**config.mk**
```make
export PLATFORM = sky130hd
export DESIGN_NAME = img_filter_top
export DESIGN_NICKNAME = d
export VERILOG_FILES = /design/src/rtl/img_pkg.sv /design/src/rtl/img_filter_top.sv /design/src/rtl/img_upsample.sv /design/src/rtl/img_blur_stage.sv /design/src/rtl/img_downsample.sv /design/src/rtl/img_pattern_gen.sv /design/src/rtl/img_ctrl_regs.sv
export SDC_FILE = /design/constraint.sdc
export NUM_CORES = 1
export LEC_CHECK = 0
export ABC_CLOCK_PERIOD_IN_PS = 6300
export BUFFER_PORTS_ARGS = -buffer_cell sky130_fd_sc_hd__buf_2
export CAP_MARGIN = 10
export CORE_MARGIN = 2
export CORE_UTILIZATION = 64
export DETAILED_ROUTE_END_ITERATION = 10
export PLACE_DENSITY = 0.86
export SLEW_MARGIN = 20
export SYNTH_ARGS = -nofsm -noshare
export SYNTH_HDL_FRONTEND = slang
export SYNTH_HIERARCHICAL = 1
export SYNTH_SLANG_ARGS = --single-unit
```
**constraint.sdc**
```tcl
create_clock -name stc_img_clock -period 6.3 [get_ports stc_img_clock]
set_clock_uncertainty 0.15 [all_clocks]
set_input_delay 1.26 -clock stc_img_clock [delete_from_list [all_inputs] [get_ports stc_img_clock]]
set_output_delay 1.26 -clock stc_img_clock [all_outputs]
set_load 0.005 [all_outputs]
```
**src/rtl/img_pkg.sv**
```systemverilog
`default_nettype none

package img_pkg;

  // One grayscale pixel
  typedef logic [7:0] pixel_t;

  // Stream beat shared by every block in the filter path
  typedef struct packed {
    pixel_t data;
    logic   eol;  // Last pixel of a row
    logic   eof;  // Last pixel of the frame
  } pix_beat_t;

  // Pattern opcodes held in CTRL bits 2:1
  typedef enum logic [1:0] {
    PAT_RAMP    = 2'd0,
    PAT_CHECKER = 2'd1,
    PAT_CONST   = 2'd2
  } pattern_e;

  // Master side of the register port
  typedef struct packed {
    logic [3:0]  awaddr;
    logic        awvalid;
    logic [31:0] wdata;
    logic [3:0]  wstrb;
    logic        wvalid;
    logic        bready;
    logic [3:0]  araddr;
    logic        arvalid;
    logic        rready;
  } axil_req_t;

  // Slave side of the register port
  typedef struct packed {
    logic        awready;
    logic        wready;
    logic [1:0]  bresp;
    logic        bvalid;
    logic        arready;
    logic [31:0] rdata;
    logic [1:0]  rresp;
    logic        rvalid;
  } axil_rsp_t;

  // Register byte offsets
  localparam logic [3:0] REG_CTRL   = 4'h0;
  localparam logic [3:0] REG_CONST  = 4'h4;
  localparam logic [3:0] REG_STATUS = 4'h8;

  localparam logic [1:0] AXI_RESP_OKAY = 2'b00;

endpackage

`default_nettype wire
```
**src/rtl/img_filter_top.sv**
```systemverilog
`default_nettype none

module img_filter_top #(
  parameter int IMG_WIDTH  = 16,
  parameter int IMG_HEIGHT = 4,
  parameter int NUM_STAGES = 2
) (
  input  wire logic               stc_img_clock,
  input  wire logic               rst_n,
  input  wire img_pkg::axil_req_t axil_req,
  output img_pkg::axil_rsp_t      axil_rsp,
  output img_pkg::pix_beat_t      out_beat,
  output logic                    out_valid,
  input  wire logic               out_ready,
  output logic                    busy
);

  logic               start;
  img_pkg::pattern_e  pattern;
  img_pkg::pixel_t    const_level;
  wire                frame_done;

  img_pkg::pix_beat_t gen_beat;
  logic               gen_valid;
  logic               gen_ready;

  // Element 0 is the downsampler output, element NUM_STAGES feeds the upsampler
  img_pkg::pix_beat_t chain_beat  [NUM_STAGES+1];
  logic               chain_valid [NUM_STAGES+1];
  logic               chain_ready [NUM_STAGES+1];

  assign frame_done = out_valid & out_ready & out_beat.eof;

  img_ctrl_regs i_regs (
    .stc_img_clock (stc_img_clock),
    .rst_n         (rst_n),
    .axil_req      (axil_req),
    .axil_rsp      (axil_rsp),
    .frame_done    (frame_done),
    .start         (start),
    .pattern       (pattern),
    .const_level   (const_level),
    .busy          (busy)
  );

  img_pattern_gen #(
    .IMG_WIDTH  (IMG_WIDTH),
    .IMG_HEIGHT (IMG_HEIGHT)
  ) i_gen (
    .stc_img_clock (stc_img_clock),
    .rst_n         (rst_n),
    .start         (start),
    .pattern       (pattern),
    .const_level   (const_level),
    .beat          (gen_beat),
    .valid         (gen_valid),
    .ready         (gen_ready)
  );

  img_downsample i_down (
    .stc_img_clock (stc_img_clock),
    .rst_n         (rst_n),
    .in_beat       (gen_beat),
    .in_valid      (gen_valid),
    .in_ready      (gen_ready),
    .out_beat      (chain_beat[0]),
    .out_valid     (chain_valid[0]),
    .out_ready     (chain_ready[0])
  );

  for (genvar i = 0; i < NUM_STAGES; i++) begin : g_blur
    img_blur_stage i_blur (
      .stc_img_clock (stc_img_clock),
      .rst_n         (rst_n),
      .in_beat       (chain_beat[i]),
      .in_valid      (chain_valid[i]),
      .in_ready      (chain_ready[i]),
      .out_beat      (chain_beat[i+1]),
      .out_valid     (chain_valid[i+1]),
      .out_ready     (chain_ready[i+1])
    );
  end

  img_upsample i_up (
    .stc_img_clock (stc_img_clock),
    .rst_n         (rst_n),
    .in_beat       (chain_beat[NUM_STAGES]),
    .in_valid      (chain_valid[NUM_STAGES]),
    .in_ready      (chain_ready[NUM_STAGES]),
    .out_beat      (out_beat),
    .out_valid     (out_valid),
    .out_ready     (out_ready)
  );

endmodule

`default_nettype wire

```
**src/rtl/img_upsample.sv**
```systemverilog
`default_nettype none

module img_upsample (
  input  wire logic               stc_img_clock,
  input  wire logic               rst_n,
  input  wire img_pkg::pix_beat_t in_beat,
  input  wire logic               in_valid,
  output logic                    in_ready,
  output img_pkg::pix_beat_t      out_beat,
  output logic                    out_valid,
  input  wire logic               out_ready
);

  logic phase;  // High on the second copy

  assign out_valid = in_valid;

  // Row and frame flags held back to the second copy
  assign out_beat = '{
    data: in_beat.data,
    eol:  in_beat.eol & phase,
    eof:  in_beat.eof & phase
  };

  // Input pixel is consumed only once both copies are out
  assign in_ready = phase && out_ready;

  always_ff @(posedge stc_img_clock or negedge rst_n) begin
    if (!rst_n) begin
      phase <= 1'b0;
    end else if (out_valid && out_ready) begin
      phase <= ~phase;
    end
  end

endmodule

`default_nettype wire

```
**src/rtl/img_blur_stage.sv**
```systemverilog
`default_nettype none

module img_blur_stage (
  input  wire logic               stc_img_clock,
  input  wire logic               rst_n,
  input  wire img_pkg::pix_beat_t in_beat,
  input  wire logic               in_valid,
  output logic                    in_ready,
  output img_pkg::pix_beat_t      out_beat,
  output logic                    out_valid,
  input  wire logic               out_ready
);

  typedef enum logic [1:0] {
    FIRST,  // Waiting for the first pixel of a row
    MID,    // Previous and current pixel held
    FLUSH   // Row ended, last pixel still to send
  } row_state_e;

  row_state_e         state;
  img_pkg::pixel_t    prev_q;
  img_pkg::pix_beat_t cur_q;
  logic               load;
  logic               in_fire;

  // 1-2-1 kernel with rounding
  function automatic img_pkg::pixel_t gauss3(input img_pkg::pixel_t l,
                                             input img_pkg::pixel_t c,
                                             input img_pkg::pixel_t r);
    logic [9:0] acc;
    acc = {2'b00, l} + {1'b0, c, 1'b0} + {2'b00, r} + 10'd2;
    return acc[9:2];
  endfunction

  assign load     = !out_valid || out_ready;
  assign in_ready = (state == FIRST) || (state == MID && load);
  assign in_fire  = in_valid && in_ready;

  always_ff @(posedge stc_img_clock or negedge rst_n) begin
    if (!rst_n) begin
      state     <= FIRST;
      out_valid <= 1'b0;
    end else begin
      if (out_valid && out_ready) out_valid <= 1'b0;

      case (state)
        FIRST: begin
          if (in_fire) state <= in_beat.eol ? FLUSH : MID;
        end
        MID: begin
          if (in_fire) begin
            out_valid <= 1'b1;
            if (in_beat.eol) state <= FLUSH;
          end
        end
        FLUSH: begin
          if (load) begin
            out_valid <= 1'b1;
            state     <= FIRST;
          end
        end
        default: state <= FIRST;
      endcase
    end
  end

  always_ff @(posedge stc_img_clock) begin
    case (state)
      FIRST: begin
        if (in_fire) begin
          prev_q <= in_beat.data;  // Left edge replicated
          cur_q  <= in_beat;
        end
      end
      MID: begin
        if (in_fire) begin
          out_beat.data <= gauss3(prev_q, cur_q.data, in_beat.data);
          out_beat.eol  <= 1'b0;
          out_beat.eof  <= 1'b0;
          prev_q        <= cur_q.data;
          cur_q         <= in_beat;
        end
      end
      FLUSH: begin
        if (load) begin
          // Right edge replicated, flags of the row end go out here
          out_beat.data <= gauss3(prev_q, cur_q.data, cur_q.data);
          out_beat.eol  <= cur_q.eol;
          out_beat.eof  <= cur_q.eof;
        end
      end
      default: ;
    endcase
  end

  a_out_stable: assert property (
    @(posedge stc_img_clock) disable iff (!rst_n)
    out_valid && !out_ready |=> out_valid && $stable(out_beat)
  ) else $error("Blur output changed during a stall");

endmodule

`default_nettype wire

```
**src/rtl/img_downsample.sv**
```systemverilog
`default_nettype none

module img_downsample (
  input  wire logic               stc_img_clock,
  input  wire logic               rst_n,
  input  wire img_pkg::pix_beat_t in_beat,
  input  wire logic               in_valid,
  output logic                    in_ready,
  output img_pkg::pix_beat_t      out_beat,
  output logic                    out_valid,
  input  wire logic               out_ready
);

  logic            phase;    // High while the first pixel of a pair is held
  img_pkg::pixel_t first_q;
  logic [8:0]      pair_sum;
  logic            load;
  logic            in_fire;

  assign load     = !out_valid || out_ready;
  // First pixel only goes into the holding register
  assign in_ready = !phase || load;
  assign in_fire  = in_valid && in_ready;
  assign pair_sum = {1'b0, first_q} + {1'b0, in_beat.data};

  always_ff @(posedge stc_img_clock or negedge rst_n) begin
    if (!rst_n) begin
      phase     <= 1'b0;
      out_valid <= 1'b0;
    end else begin
      if (in_fire) phase <= ~phase;

      if (in_fire && phase) begin
        out_valid <= 1'b1;
      end else if (out_ready) begin
        out_valid <= 1'b0;
      end
    end
  end

  always_ff @(posedge stc_img_clock) begin
    if (in_fire && !phase) begin
      first_q <= in_beat.data;
    end
    if (in_fire && phase) begin
      out_beat.data <= pair_sum[8:1];  // Floor of the mean
      out_beat.eol  <= in_beat.eol;
      out_beat.eof  <= in_beat.eof;
    end
  end

  // Rows must hold an even number of pixels
  a_pair_aligned: assert property (
    @(posedge stc_img_clock) disable iff (!rst_n)
    in_fire && !phase |-> !in_beat.eol
  ) else $error("eol on the first pixel of a pair");

endmodule

`default_nettype wire

```
**src/rtl/img_pattern_gen.sv**
```systemverilog
`default_nettype none

module img_pattern_gen #(
  parameter int IMG_WIDTH  = 16,
  parameter int IMG_HEIGHT = 4
) (
  input  wire logic              stc_img_clock,
  input  wire logic              rst_n,
  input  wire logic              start,
  input  wire img_pkg::pattern_e pattern,
  input  wire img_pkg::pixel_t   const_level,
  output img_pkg::pix_beat_t     beat,
  output logic                   valid,
  input  wire logic              ready
);

  localparam int XW = (IMG_WIDTH > 1) ? $clog2(IMG_WIDTH) : 1;
  localparam int YW = (IMG_HEIGHT > 1) ? $clog2(IMG_HEIGHT) : 1;

  typedef enum logic {
    IDLE,
    RUN
  } state_e;

  state_e            state;
  logic [XW-1:0]     x_cnt;
  logic [YW-1:0]     y_cnt;
  img_pkg::pattern_e pat_q;
  img_pkg::pixel_t   const_q;
  logic              last_x;
  logic              last_y;
  logic [31:0]       x_ext;
  logic [31:0]       y_ext;
  img_pkg::pixel_t   pix;

  assign last_x = (x_cnt == XW'(IMG_WIDTH - 1));
  assign last_y = (y_cnt == YW'(IMG_HEIGHT - 1));
  assign x_ext  = 32'(x_cnt);
  assign y_ext  = 32'(y_cnt);

  always_comb begin
    case (pat_q)
      img_pkg::PAT_RAMP:    pix = img_pkg::pixel_t'(x_ext + y_ext);  // Wraps at 256
      // 8x8 tiles, parity of the tile sum is the xor of bit 3
      img_pkg::PAT_CHECKER: pix = (x_ext[3] ^ y_ext[3]) ? 8'hff : 8'h00;
      default:              pix = const_q;
    endcase
  end

  assign valid    = (state == RUN);
  assign beat     = '{data: pix, eol: last_x, eof: last_x & last_y};

  always_ff @(posedge stc_img_clock or negedge rst_n) begin
    if (!rst_n) begin
      state <= IDLE;
      x_cnt <= '0;
      y_cnt <= '0;
    end else begin
      case (state)
        IDLE: begin
          if (start) begin
            state <= RUN;
            x_cnt <= '0;
            y_cnt <= '0;
          end
        end
        RUN: begin
          if (ready) begin
            if (last_x) begin
              x_cnt <= '0;
              if (last_y) state <= IDLE;  // Frame finished
              else        y_cnt <= y_cnt + 1'b1;
            end else begin
              x_cnt <= x_cnt + 1'b1;
            end
          end
        end
        default: state <= IDLE;
      endcase
    end
  end

  // Frame settings frozen for the whole frame
  always_ff @(posedge stc_img_clock) begin
    if (state == IDLE && start) begin
      pat_q   <= pattern;
      const_q <= const_level;
    end
  end

  a_beat_stable: assert property (
    @(posedge stc_img_clock) disable iff (!rst_n)
    valid && !ready |=> valid && $stable(beat)
  ) else $error("Pattern beat changed during a stall");

endmodule

`default_nettype wire

```
**src/rtl/img_ctrl_regs.sv**
```systemverilog
`default_nettype none

module img_ctrl_regs (
  input  wire logic               stc_img_clock,
  input  wire logic               rst_n,
  input  wire img_pkg::axil_req_t axil_req,
  output img_pkg::axil_rsp_t      axil_rsp,
  input  wire logic               frame_done,
  output logic                    start,
  output img_pkg::pattern_e       pattern,
  output img_pkg::pixel_t         const_level,
  output logic                    busy
);

  logic              aw_fire;
  logic              ar_fire;
  logic              bvalid_q;
  logic              rvalid_q;
  logic [31:0]       rdata_q;
  logic [31:0]       rd_mux;
  logic [7:0]        frame_cnt;
  img_pkg::pattern_e pattern_q;
  img_pkg::pixel_t   const_q;
  logic              busy_q;
  logic              start_q;

  // Address and data accepted together with one write in flight at most
  assign aw_fire = axil_req.awvalid & axil_req.wvalid & ~bvalid_q;
  assign ar_fire = axil_req.arvalid & ~rvalid_q;

  always_comb begin
    axil_rsp         = '0;
    axil_rsp.awready = aw_fire;
    axil_rsp.wready  = aw_fire;
    axil_rsp.bresp   = img_pkg::AXI_RESP_OKAY;
    axil_rsp.bvalid  = bvalid_q;
    axil_rsp.arready = ~rvalid_q;
    axil_rsp.rdata   = rdata_q;
    axil_rsp.rresp   = img_pkg::AXI_RESP_OKAY;
    axil_rsp.rvalid  = rvalid_q;
  end

  // Write path and frame control
  always_ff @(posedge stc_img_clock or negedge rst_n) begin
    if (!rst_n) begin
      bvalid_q  <= 1'b0;
      start_q   <= 1'b0;
      busy_q    <= 1'b0;
      frame_cnt <= '0;
      pattern_q <= img_pkg::PAT_RAMP;
      const_q   <= '0;
    end else begin
      start_q <= 1'b0;  // Single cycle pulse

      if (aw_fire) begin
        bvalid_q <= 1'b1;
      end else if (bvalid_q && axil_req.bready) begin
        bvalid_q <= 1'b0;
      end

      if (aw_fire && axil_req.wstrb[0]) begin
        case (axil_req.awaddr)
          img_pkg::REG_CTRL: begin
            pattern_q <= img_pkg::pattern_e'(axil_req.wdata[2:1]);
            if (axil_req.wdata[0] && !busy_q) begin
              start_q <= 1'b1;
              busy_q  <= 1'b1;
            end
          end
          img_pkg::REG_CONST: const_q <= axil_req.wdata[7:0];
          default: ;  // Unmapped offset drops the write
        endcase
      end

      // Frame leaves the output port
      if (frame_done) begin
        busy_q    <= 1'b0;
        frame_cnt <= frame_cnt + 8'd1;
      end
    end
  end

  always_comb begin
    case (axil_req.araddr)
      img_pkg::REG_CTRL:   rd_mux = {29'd0, pattern_q, 1'b0};  // Start reads as zero
      img_pkg::REG_CONST:  rd_mux = {24'd0, const_q};
      img_pkg::REG_STATUS: rd_mux = {16'd0, frame_cnt, 7'd0, busy_q};
      default:             rd_mux = '0;
    endcase
  end

  // Read path
  always_ff @(posedge stc_img_clock or negedge rst_n) begin
    if (!rst_n) begin
      rvalid_q <= 1'b0;
    end else if (ar_fire) begin
      rvalid_q <= 1'b1;
    end else if (rvalid_q && axil_req.rready) begin
      rvalid_q <= 1'b0;
    end
  end

  always_ff @(posedge stc_img_clock) begin
    if (ar_fire) begin
      rdata_q <= rd_mux;
    end
  end

  assign start       = start_q;
  assign pattern     = pattern_q;
  assign const_level = const_q;
  assign busy        = busy_q;

  // A write response needs a full address and data handshake one cycle earlier
  a_bvalid_after_write: assert property (
    @(posedge stc_img_clock) disable iff (!rst_n)
    $rose(axil_rsp.bvalid) |->
      $past(axil_req.awvalid && axil_req.wvalid && axil_rsp.awready && axil_rsp.wready)
  ) else $error("bvalid rose without an accepted write");

endmodule

`default_nettype wire

```
Yosys cells after proc, flatten, opt, wreduce, memory -nomap -nowiden

Cells that the tools add are included.

Shift-type cells: 0
Reductions and logical operators: 56
Equality and inequality tests: 22
Muxes and demuxes: 62
Order comparisons: 0
Div/mod/pow operators: 0
Multiply operators: 0
Bitwise logic cells: 13
Add/subtract/negate cells: 15

Operators with widths:

| cell                  | number |
|---|---|
| $pmux 16 s3           | 1 |
| $pmux 8 s2            | 3 |
| $add 10x2->10 const B | 4 |
| $add 10x8->10         | 4 |
| $mux 10               | 4 |
| $mux 8                | 5 |
| $pmux 10 s2           | 2 |
| $mux 2                | 14 |
| $mux 1                | 23 |
| $add 8x9->10          | 2 |
| $reduce_bool 2->1     | 10 |
| $logic_and 1x1->1     | 15 |
| $reduce_and 3->1      | 5 |
| $ne 2x1->1 const B    | 7 |
| $mux 4                | 3 |
| $pmux 2 s3            | 2 |
| $reduce_and 4->1      | 3 |
| $ne 2x2->1 const B    | 5 |
| $reduce_and 2->1      | 5 |
| $add 8x8->9           | 1 |
| $add 8x1->8 const B   | 1 |
| $and 1x1->1           | 8 |
| $eq 4x3->1 const B    | 2 |
| $eq 4x4->1 const B    | 2 |
| other kinds (14)      | 37 |

RAM bits: 0
Output and inout bits: 53
Word-level logic and storage cells: 206
Memories: 0
Bits of input ports: 52
Memory bits (read-only): 0
Register bits after elaboration: 154
Bits in latches: 0

Longest topological paths before layout

Gate-level depths: netlist (run 1).

Depth in word-level cells: 12
Gate-level depth with buffers: 15
Mapped depth without buffers: 15

Modules after synthesis

Netlist (run 1), hierarchy kept.

By module, submodules not included:

| module                             | area an instance (sq um) | sequential area each (sq um) | cells each | times used |
|---|---|---|---|---|
| img_blur_stage at g_blur[0].i_blur | 2433.6                   | 915.9                        | 227        | 1 |
| img_blur_stage at g_blur[1].i_blur | 2339.7                   | 915.9                        | 207        | 1 |
| img_ctrl_regs                      | 1717.9                   | 1031.0                       | 125        | 1 |
| img_pattern_gen                    | 955.9                    | 475.5                        | 84         | 1 |
| img_downsample                     | 904.6                    | 590.6                        | 60         | 1 |
| img_upsample                       | 125.1                    | 25.0                         | 15         | 1 |
| img_filter_top                     | 6.3                      | 0.0                          | 1          | 1 |

Worst setup path after synthesis (run 1)

No wires, ideal clock.

Path kind: register to register
From: register g_blur[0].i_blur/cur_q[2] (netlist name)
To: register g_blur[0].i_blur/out_beat[9] (netlist name) (data pin)
Cell stages (with the launch flop): 15
Data required time: 5.891 ns
Buffers on the path: 0
Setup slack: 2.718 ns
Arrival time: 3.173 ns
Clock period less this slack: 3.582 ns
Library setup time: 0.259 ns
Cell sequence: edfxtp_1 ha_1 fa_1 a21o_1 a21oi_1 o21bai_1 a21oi_1 xnor2_1 ha_1 ha_1 a211o_1 or3_1 o211ai_2 a21oi_2 xnor2_1

Cells in the longest elaborated chain, start to end: 5
Elaborated cells between the ends (all ways): 8
Those cells by class: add/sub: 5; mux: 3

Ends and longest elaborated chain:

| element                    | RTL line                                   | source |
|---|---|---|
| start: declaration         | img_blur_stage.sv:22                       | `img_pkg::pix_beat_t cur_q;` |
| start signal: assignment   | img_blur_stage.sv:72                       | `cur_q <= in_beat;` |
| start signal: assignment   | img_blur_stage.sv:81                       | `cur_q <= in_beat;` |
| $add 8x9->10               | img_blur_stage.sv:31                       | `acc = {2'b00, l} + {1'b0, c, 1'b0} + {2'b00, r} + 10'd2;` |
| $add 10x8->10              | img_blur_stage.sv:31                       |  |
| $add 10x2->10              | img_blur_stage.sv:31                       |  |
| $mux 10 (on tied branches) | img_blur_stage.sv:85, img_blur_stage.sv:76 |  |
| $pmux 10 s2 *              | img_blur_stage.sv:68                       | `case (state)` |
| end: declaration           | img_blur_stage.sv:9                        | `output img_pkg::pix_beat_t out_beat,` |

Mark *: on every way between the ends. The rest lies on a longest branch, timed or not. The select of a mux whose other input is x is not followed.
A chain may end at the register's enable or synchronous reset.

Final worst setup path (run 1)

Ends and elaborated chain as after synthesis.

==> flow_summary.yaml, run 1 <==
synthesis:
  syn_inst: 719
  syn_area_per_cell_sq_um: 11.8
  synth-main-ff-cell: "edfxtp_1"
  post_synth_num_cell_types: 77
  ys_seq_area_share_pct: 46.6
  async_reset_ff_share_pct: 27.5
  yosys.area_share.simple_pct: 12.1
  synth_top_family_by_area: "adder cells"
  synth_compound_area_share_pct: 11.7
  muxShareOfSynthArea_pct: 5.01
  ys_warn_count: 6
  netlist_area_sq_um: 8480
  ys_ff_latch: 138
  synth-adder-area-share_pct: 14.9
  synth_edf_count: 100
  synth_xor_area_share_pct: 4.44
final_layout:
  num-fill-cells: 846
  antenna_cells: 0
  layout_commonest_cell: "edfxtp_1"
  drive_gt1_share_pct: 18.8
  nets: 918
  layout_common_cells: "100 x edfxtp_1, 88 x ha_1, 57 x buf_2"
  syn_to_final_growth_pct: 10.1
global_routing:
  grt_first_pass_wirelength_mm: 27.8
  grt.total_usage_pct: 24.6
  grt_pass1_vias: 5925
  grt_max_degree: 39
  grt-ovfl-total: 0
  grt_antenna_before_repair: 0
place:
  gp_congestion: 0.856
  port_buffers: 57
  dp_hpwl_mm: 12.0
sta:
  rsz0062_at_grt: "no"
  fmax_mhz: 247
  report.final.hold_viol_count: 0
  setup_violations: 0
  slew_violations: 0
  tns_ps: 0
  maxSlewHeadroom_pct: 34.2
  fin_crit_ps: 4050
  hold_slack_ps: 293
  post-route-period-util_pct: 64.3
  worst_pin_slew_ps: 987
critical_path:
  max_stage_delay_ps: 440
  cp_slowest_cell: "edfxtp_1"
  r2r_start: "g_blur[0].i_blur/cur_q[2]"
  reg2reg_to: "g_blur[0].i_blur/out_beat[9]"
  crit_path_start_kind: "register"
  path_buf_inv: 0
  path_delay_family: "compound AO/OA/AOI/OAI gates"
  worst-setup-path-type: "reg -> reg"
  cp.arrival_ps: 4110
  endpoint_kind: "register"
  ff2ff_path_depth: 14
  cp_max_fo: 4
  r2r_setup_slack_ps: 2250
  cp_common_cell: "ha_1"
  required_ps: 6370
  cp_cell_sequence: "ha_1, fa_1, a21o_1, a21oi_1, o21bai_1, a21oi_1, xnor2_1, ha_1, ha_1, a211o_1, or3_1, o211ai_2, a21oi_2, xnor2_1"
  cp.depth: 14
worst_hold_path:
  min_to: "g_blur[0].i_blur/cur_q[0]"
  hp-start: "i_down/out_beat[0]"
  holdPathStages: 0
  hp-class: "reg -> reg"
detailed_routing:
  drc: 0
  dr.pass1.iters: 5
  vias: 5705
  top_layer_used: "met4"
  wl_met2_mm: 8.89
  wl_per_cell_microns: 17.3
  wl_met3_microns: 594
  ant_nets: 0
  wl_mm: 16.6
  drt_iter0_markers: 338
  met1_length_mm: 6.69
  post_drt_via_cell_ratio: 5.95
die:
  rows: 42
  die_x_microns: 119
  core_area_sq_um: 13100
  die-area_sq_um: 14200
  die_y_microns: 119
  start_util_pct: 64.8
  ios: 105
clocking:
  cts_root_buffer: "clkbuf_16"
  htreeDepth: 4
  clk_pin_slew_ps: 60
  clockBufferDepth: 2
  cts.sinks: 138
  cts_hold_buf: 0
  post_cts_buffers: 0
  cts_made_buffers: 17
  cts-resized-gates: 0
  clkLatencyLatePin_ps: 420
  cts_tree: "done"
run_status:
  status: "complete, no violations"
flow_run:
  max-cap-violations: 0
-- worst register-to-register path, stage by stage (launching register included) --
cell      delay (ps)
edfxtp_1         440
ha_1             240
fa_1             420
a21o_1           180
a21oi_1          290
o21bai_1         100
a21oi_1          180
xnor2_1          180
ha_1             290
ha_1             230
a211o_1          310
or3_1            330
o211ai_2         170
a21oi_2           50
xnor2_1          290
-- layer usage --
layer	track usage (%)	up-vias
met5	0	-
met4	10.4	0
met3	4.65	36
met2	45.4	160
met1	27.8	2813
li1	-	2696
-- kinds of logic (layout without fill, tap and decap cells) --
logic type / Yosys count / after routing
AND/OR/NAND/NOR: 177 / 177
flip-flops: 138 / 138
adder cells (fa/ha/maj): 96 / 96
AO/OA/AOI/OAI: 146 / 146
other: 1 / 20
buffers and inverters: 79 / 124
multiplexers: 39 / 39
XOR/XNOR: 43 / 43
-- state kept, by name, summed over array words and instances (netlist names), 2 cells and up --
name,cells
i_regs/frame_cnt,8
i_gen/const_q,8
g_blur.i_blur/cur_q,20
g_blur.i_blur/prev_q,16
i_down/out_beat,10
i_down/first_q,8
i_gen/pat_q,2
i_gen/x_cnt,4
g_blur.i_blur/out_beat,20
i_regs/pattern,2
g_blur.i_blur/out_valid,2
g_blur.i_blur/state,4
i_regs/rdata_q,16
i_gen/y_cnt,2
i_regs/const_level,8
-- how the worst max path moves through the flow --
| stage | slack, ps | startpoint | to |
|---|---|---|---|
| 2_1_floorplan | 2720 | g_blur[0].i_blur/cur_q[2] | g_blur[0].i_blur/out_beat[9] |
| 3_3_place_gp | 2430 | g_blur[0].i_blur/cur_q[2] | g_blur[0].i_blur/out_beat[9] |
| 3_5_place_dp | 2330 | g_blur[0].i_blur/cur_q[2] | g_blur[0].i_blur/out_beat[9] |
| 4_1_cts | 2270 | g_blur[0].i_blur/cur_q[2] | g_blur[0].i_blur/out_beat[9] |
| 5_1_grt | 2030 | g_blur[1].i_blur/cur_q[2] | g_blur[1].i_blur/out_beat[8] |
| 6_report | 2250 | g_blur[0].i_blur/cur_q[2] | g_blur[0].i_blur/out_beat[9] |
-- synthesized netlist by cell type (5+ instances only) --
library cell	count	area share (%)
xor2_1	17	1.8
and2_1	21	1.5
buf_4	35	3.1
nand3_1	5	0.29
a211oi_1	6	0.53
fa_1	8	1.9
edfxtp_1	100	35
dfrtp_1	38	11
xnor2_1	26	2.7
a21oi_1	33	1.9
mux2i_1	11	1.3
nand2b_1	17	1.3
o211ai_1	5	0.44
nor2_1	27	1.2
a22oi_1	5	0.44
nor2b_1	12	0.88
a31oi_1	6	0.44
nand3b_1	5	0.44
or3_1	5	0.37
inv_1	34	1.5
mux2_2	28	3.7
ha_1	88	13
and3_1	6	0.44
o21ai_0	38	2.2
a21o_1	7	0.62
nand2_1	41	1.8
o21a_1	7	0.62
-- area by class of cell --
| type | count | area [sq um] | area share [%] |
|---|---|---|---|
| Sequential cell | 138 | 3950 | 42.3 |
| Multi-Input combinational cell | 521 | 4160 | 44.5 |
| Clock inverter | 15 | 165 | 1.77 |
| Tap cell | 176 | 220 | 2.36 |
| Clock buffer | 17 | 425 | 4.55 |
| Timing Repair Buffer | 58 | 293 | 3.13 |
| Inverter | 34 | 128 | 1.37 |
-- through the flow --
step / instance area (sq um) / instances / worst slack (ps) / util, %
finish: 9340 / 959 / 2250 / 71.4
global route: 9340 / 959 / 2030 / 71.4
CTS: 9340 / 959 / 2270 / 71.4
detailed placement: 8750 / 927 / 2330 / 66.9
global placement: 8750 / 927 / 2430 / 66.9
floorplan: 8550 / 738 / 2720 / -
Power of run 1 is not shown: default switching activity piles up to over one toggle a cycle in this logic, so the estimate is an artifact.
==> inputs of run 2 (changes only) <==
ABC_AREA = 1   (was default)
ABC_CLOCK_PERIOD_IN_PS = 3700   (was 6300)
CORE_UTILIZATION = 54   (was 64)
PLACE_DENSITY = 0.77   (was 0.86)
clock period = 3.7 ns   (was 6.3 ns; I/O delays follow)
==> run 2 against run 1 <==
  * Global-route usage shrank 5.1 points
  * Critical path depth grew 1
  * Synthesized cell count rose by 45%
  * Count of clock-buffer cells in the layout stayed put
  * Area after synthesis up 5.5%
  * Highest routed layer unchanged
  * Critical endpoint is now g_blur[1].i_blur/out_beat[8]
  * Routed wire length shrank 2.8%
  * Design area grew 5.2%
==> flow_summary.yaml, run 2 <==
critical_path:
  r2r_setup_slack_ps: 360
  required_ps: 3720
  ff2ff_path_depth: 15
  cp.arrival_ps: 3360
  crit_path_start_kind: "register"
  r2r_start: "g_blur[1].i_blur/cur_q[2]"
  crit_end: "g_blur[1].i_blur/out_beat[8]"
  endpoint_kind: "register"
  cp_max_fo: 5
  worst-setup-path-type: "reg -> reg"
  reg2reg_to: "g_blur[1].i_blur/out_beat[8]"
  setup.worst_path.start: "g_blur[1].i_blur/cur_q[2]"
final_layout:
  num-fill-cells: 1361
  multi_input_area_sq_um: 4080
  seqCellArea_sq_um: 3950
  finalNonFillerCells: 1331
  largestRegisters: "g_blur.i_blur/cur_q x20, g_blur.i_blur/out_beat x20"
  final_util_pct: 59.9
  layout_common_cells: "314 x nand2_1, 168 x inv_1, 100 x edfxtp_1"
  antenna_cells: 0
  nets: 1246
  layout_commonest_cell: "nand2_1"
  syn_to_final_growth_pct: 9.84
  drive_gt1_share_pct: 12.2
detailed_routing:
  wl_per_cell_microns: 12.1
  post_drt_via_cell_ratio: 4.93
  dr.pass1.iters: 5
  drt_iter0_markers: 250
  wl_mm: 16.1
  drc: 0
  vias: 6562
  ant_nets: 0
sta:
  post-route-period-util_pct: 90.4
  fin_crit_ps: 3340
  maxSlewHeadroom_pct: 42.3
  hold_slack_ps: 271
  tns_ps: 0
  rsz0062_at_grt: "no"
  slew_violations: 0
  setup_violations: 0
  worst_pin_slew_ps: 866
  fmax_mhz: 299
  report.final.hold_viol_count: 0
global_routing:
  grt_first_pass_wirelength_mm: 28.0
  grt_max_degree: 39
  grt.total_usage_pct: 19.5
  grt-ovfl-total: 0
  grt_pass1_vias: 6582
  grt_antenna_before_repair: 0
synthesis:
  syn_inst: 1042
  yosys.area.top_type: "edfxtp_1"
  netlist_area_sq_um: 8950
  synth-main-ff-cell: "edfxtp_1"
  ys_seq_area_share_pct: 44.2
  post_synth_num_cell_types: 40
  netlist.area_leader.share_pct: 33.5
  ys_ff_latch: 138
  yosysMostFrequentCell: "nand2_1"
  syn_area_per_cell_sq_um: 8.59
  yosys-top-cells-count: "314 x nand2_1, 168 x inv_1, 100 x edfxtp_1"
  ys_warn_count: 6
  synth_edf_count: 100
  async_reset_ff_share_pct: 27.5
  synthTopCellsByArea: "edfxtp_1 34%, nand2_1 13%, ha_1 12%"
clocking:
  post_cts_buffers: 0
  clockBufferDepth: 2
  htreeDepth: 4
  cts_root_buffer: "clkbuf_16"
  cts-resized-gates: 0
  cts.sinks: 138
  clk_pin_slew_ps: 60
  cts_tree: "done"
  cts_hold_buf: 0
  cts_made_buffers: 17
  clkLatencyLatePin_ps: 420
die:
  die-area_sq_um: 17600
  start_util_pct: 54.6
  die_x_microns: 133
  ios: 105
  core_area_sq_um: 16400
  die_y_microns: 133
  rows: 47
flow_run:
  max-cap-violations: 0
place:
  dp_hpwl_mm: 12.6
  dp.cells: 1299
  gp_congestion: 0.870
  port_buffers: 57
worst_hold_path:
  hp-class: "reg -> reg"
run_status:
  status: "complete, no violations"
==> run 2: how the worst min path moves through the flow <==
stage | startpoint | to | slack (ps) | cells past startpoint
global placement | i_down/out_beat[0] | g_blur[0].i_blur/cur_q[0] | 250 | 0
detailed placement | g_blur[0].i_blur/out_beat[0] | g_blur[1].i_blur/cur_q[0] | 260 | 0
floorplan | i_down/out_beat[0] | g_blur[0].i_blur/cur_q[0] | 250 | 0
global route | i_down/out_beat[0] | g_blur[0].i_blur/cur_q[0] | 290 | 0
finish | g_blur[0].i_blur/out_beat[0] | g_blur[1].i_blur/cur_q[0] | 270 | 0
CTS | g_blur[0].i_blur/out_beat[0] | g_blur[1].i_blur/cur_q[0] | 270 | 0
==> run 2: worst max-delay path: stages, from the launching register on <==
cell      delay (ps)
edfxtp_1         420
ha_1             230
fa_1             420
nand3_1           90
nand3_1          150
nand3_1          110
nand3_1           80
xor2_1           230
ha_1             290
ha_1             370
nand2_1          110
inv_1             40
a21oi_1          170
nand3_1           90
nand3_1           80
nand2_1           60
==> run 2: logic make-up after synthesis <==
group | synth area share, %
AOI/OAI and AO/OA | 4.19
xor gates and xnor gates | 2.15
adders and majority gates | 14.1
buffers and inverters | 11.1
DFF | 44.2
muxes | 0.224
other | 0.0419
and+or+nand+nor | 24.1
==> run 2: routing by layer <==
metal  up-vias  wire, microns  global-route usage [%]
met2       116           8470                    36.3
met1      3012           6810                    21.6
met4         0            303                    7.65
met5         -              0                       0
li1       3407              -                       -
met3        27            538                    4.06
==> run 2: area by class of cell <==
| class | count | share of cell area [%] |
|---|---|---|
| Multi-Input combinational cell | 704 | 41.5 |
| Inverter | 178 | 6.85 |
| Clock inverter | 15 | 1.30 |
| Clock buffer | 17 | 4.33 |
| Tap cell | 220 | 2.80 |
| Timing Repair Buffer | 59 | 3.05 |
| Sequential cell | 138 | 40.2 |
==> run 2: per-stage QoR <==
stage                     setup slack (ps)  cell area (sq um)
after floorplan                        714               9020
after global placement                 452               9280
after detailed placement               411               9280
after CTS                              388               9830
after global routing                   110               9830
final                                  355               9830
Power of run 2 is left out for the same reason.
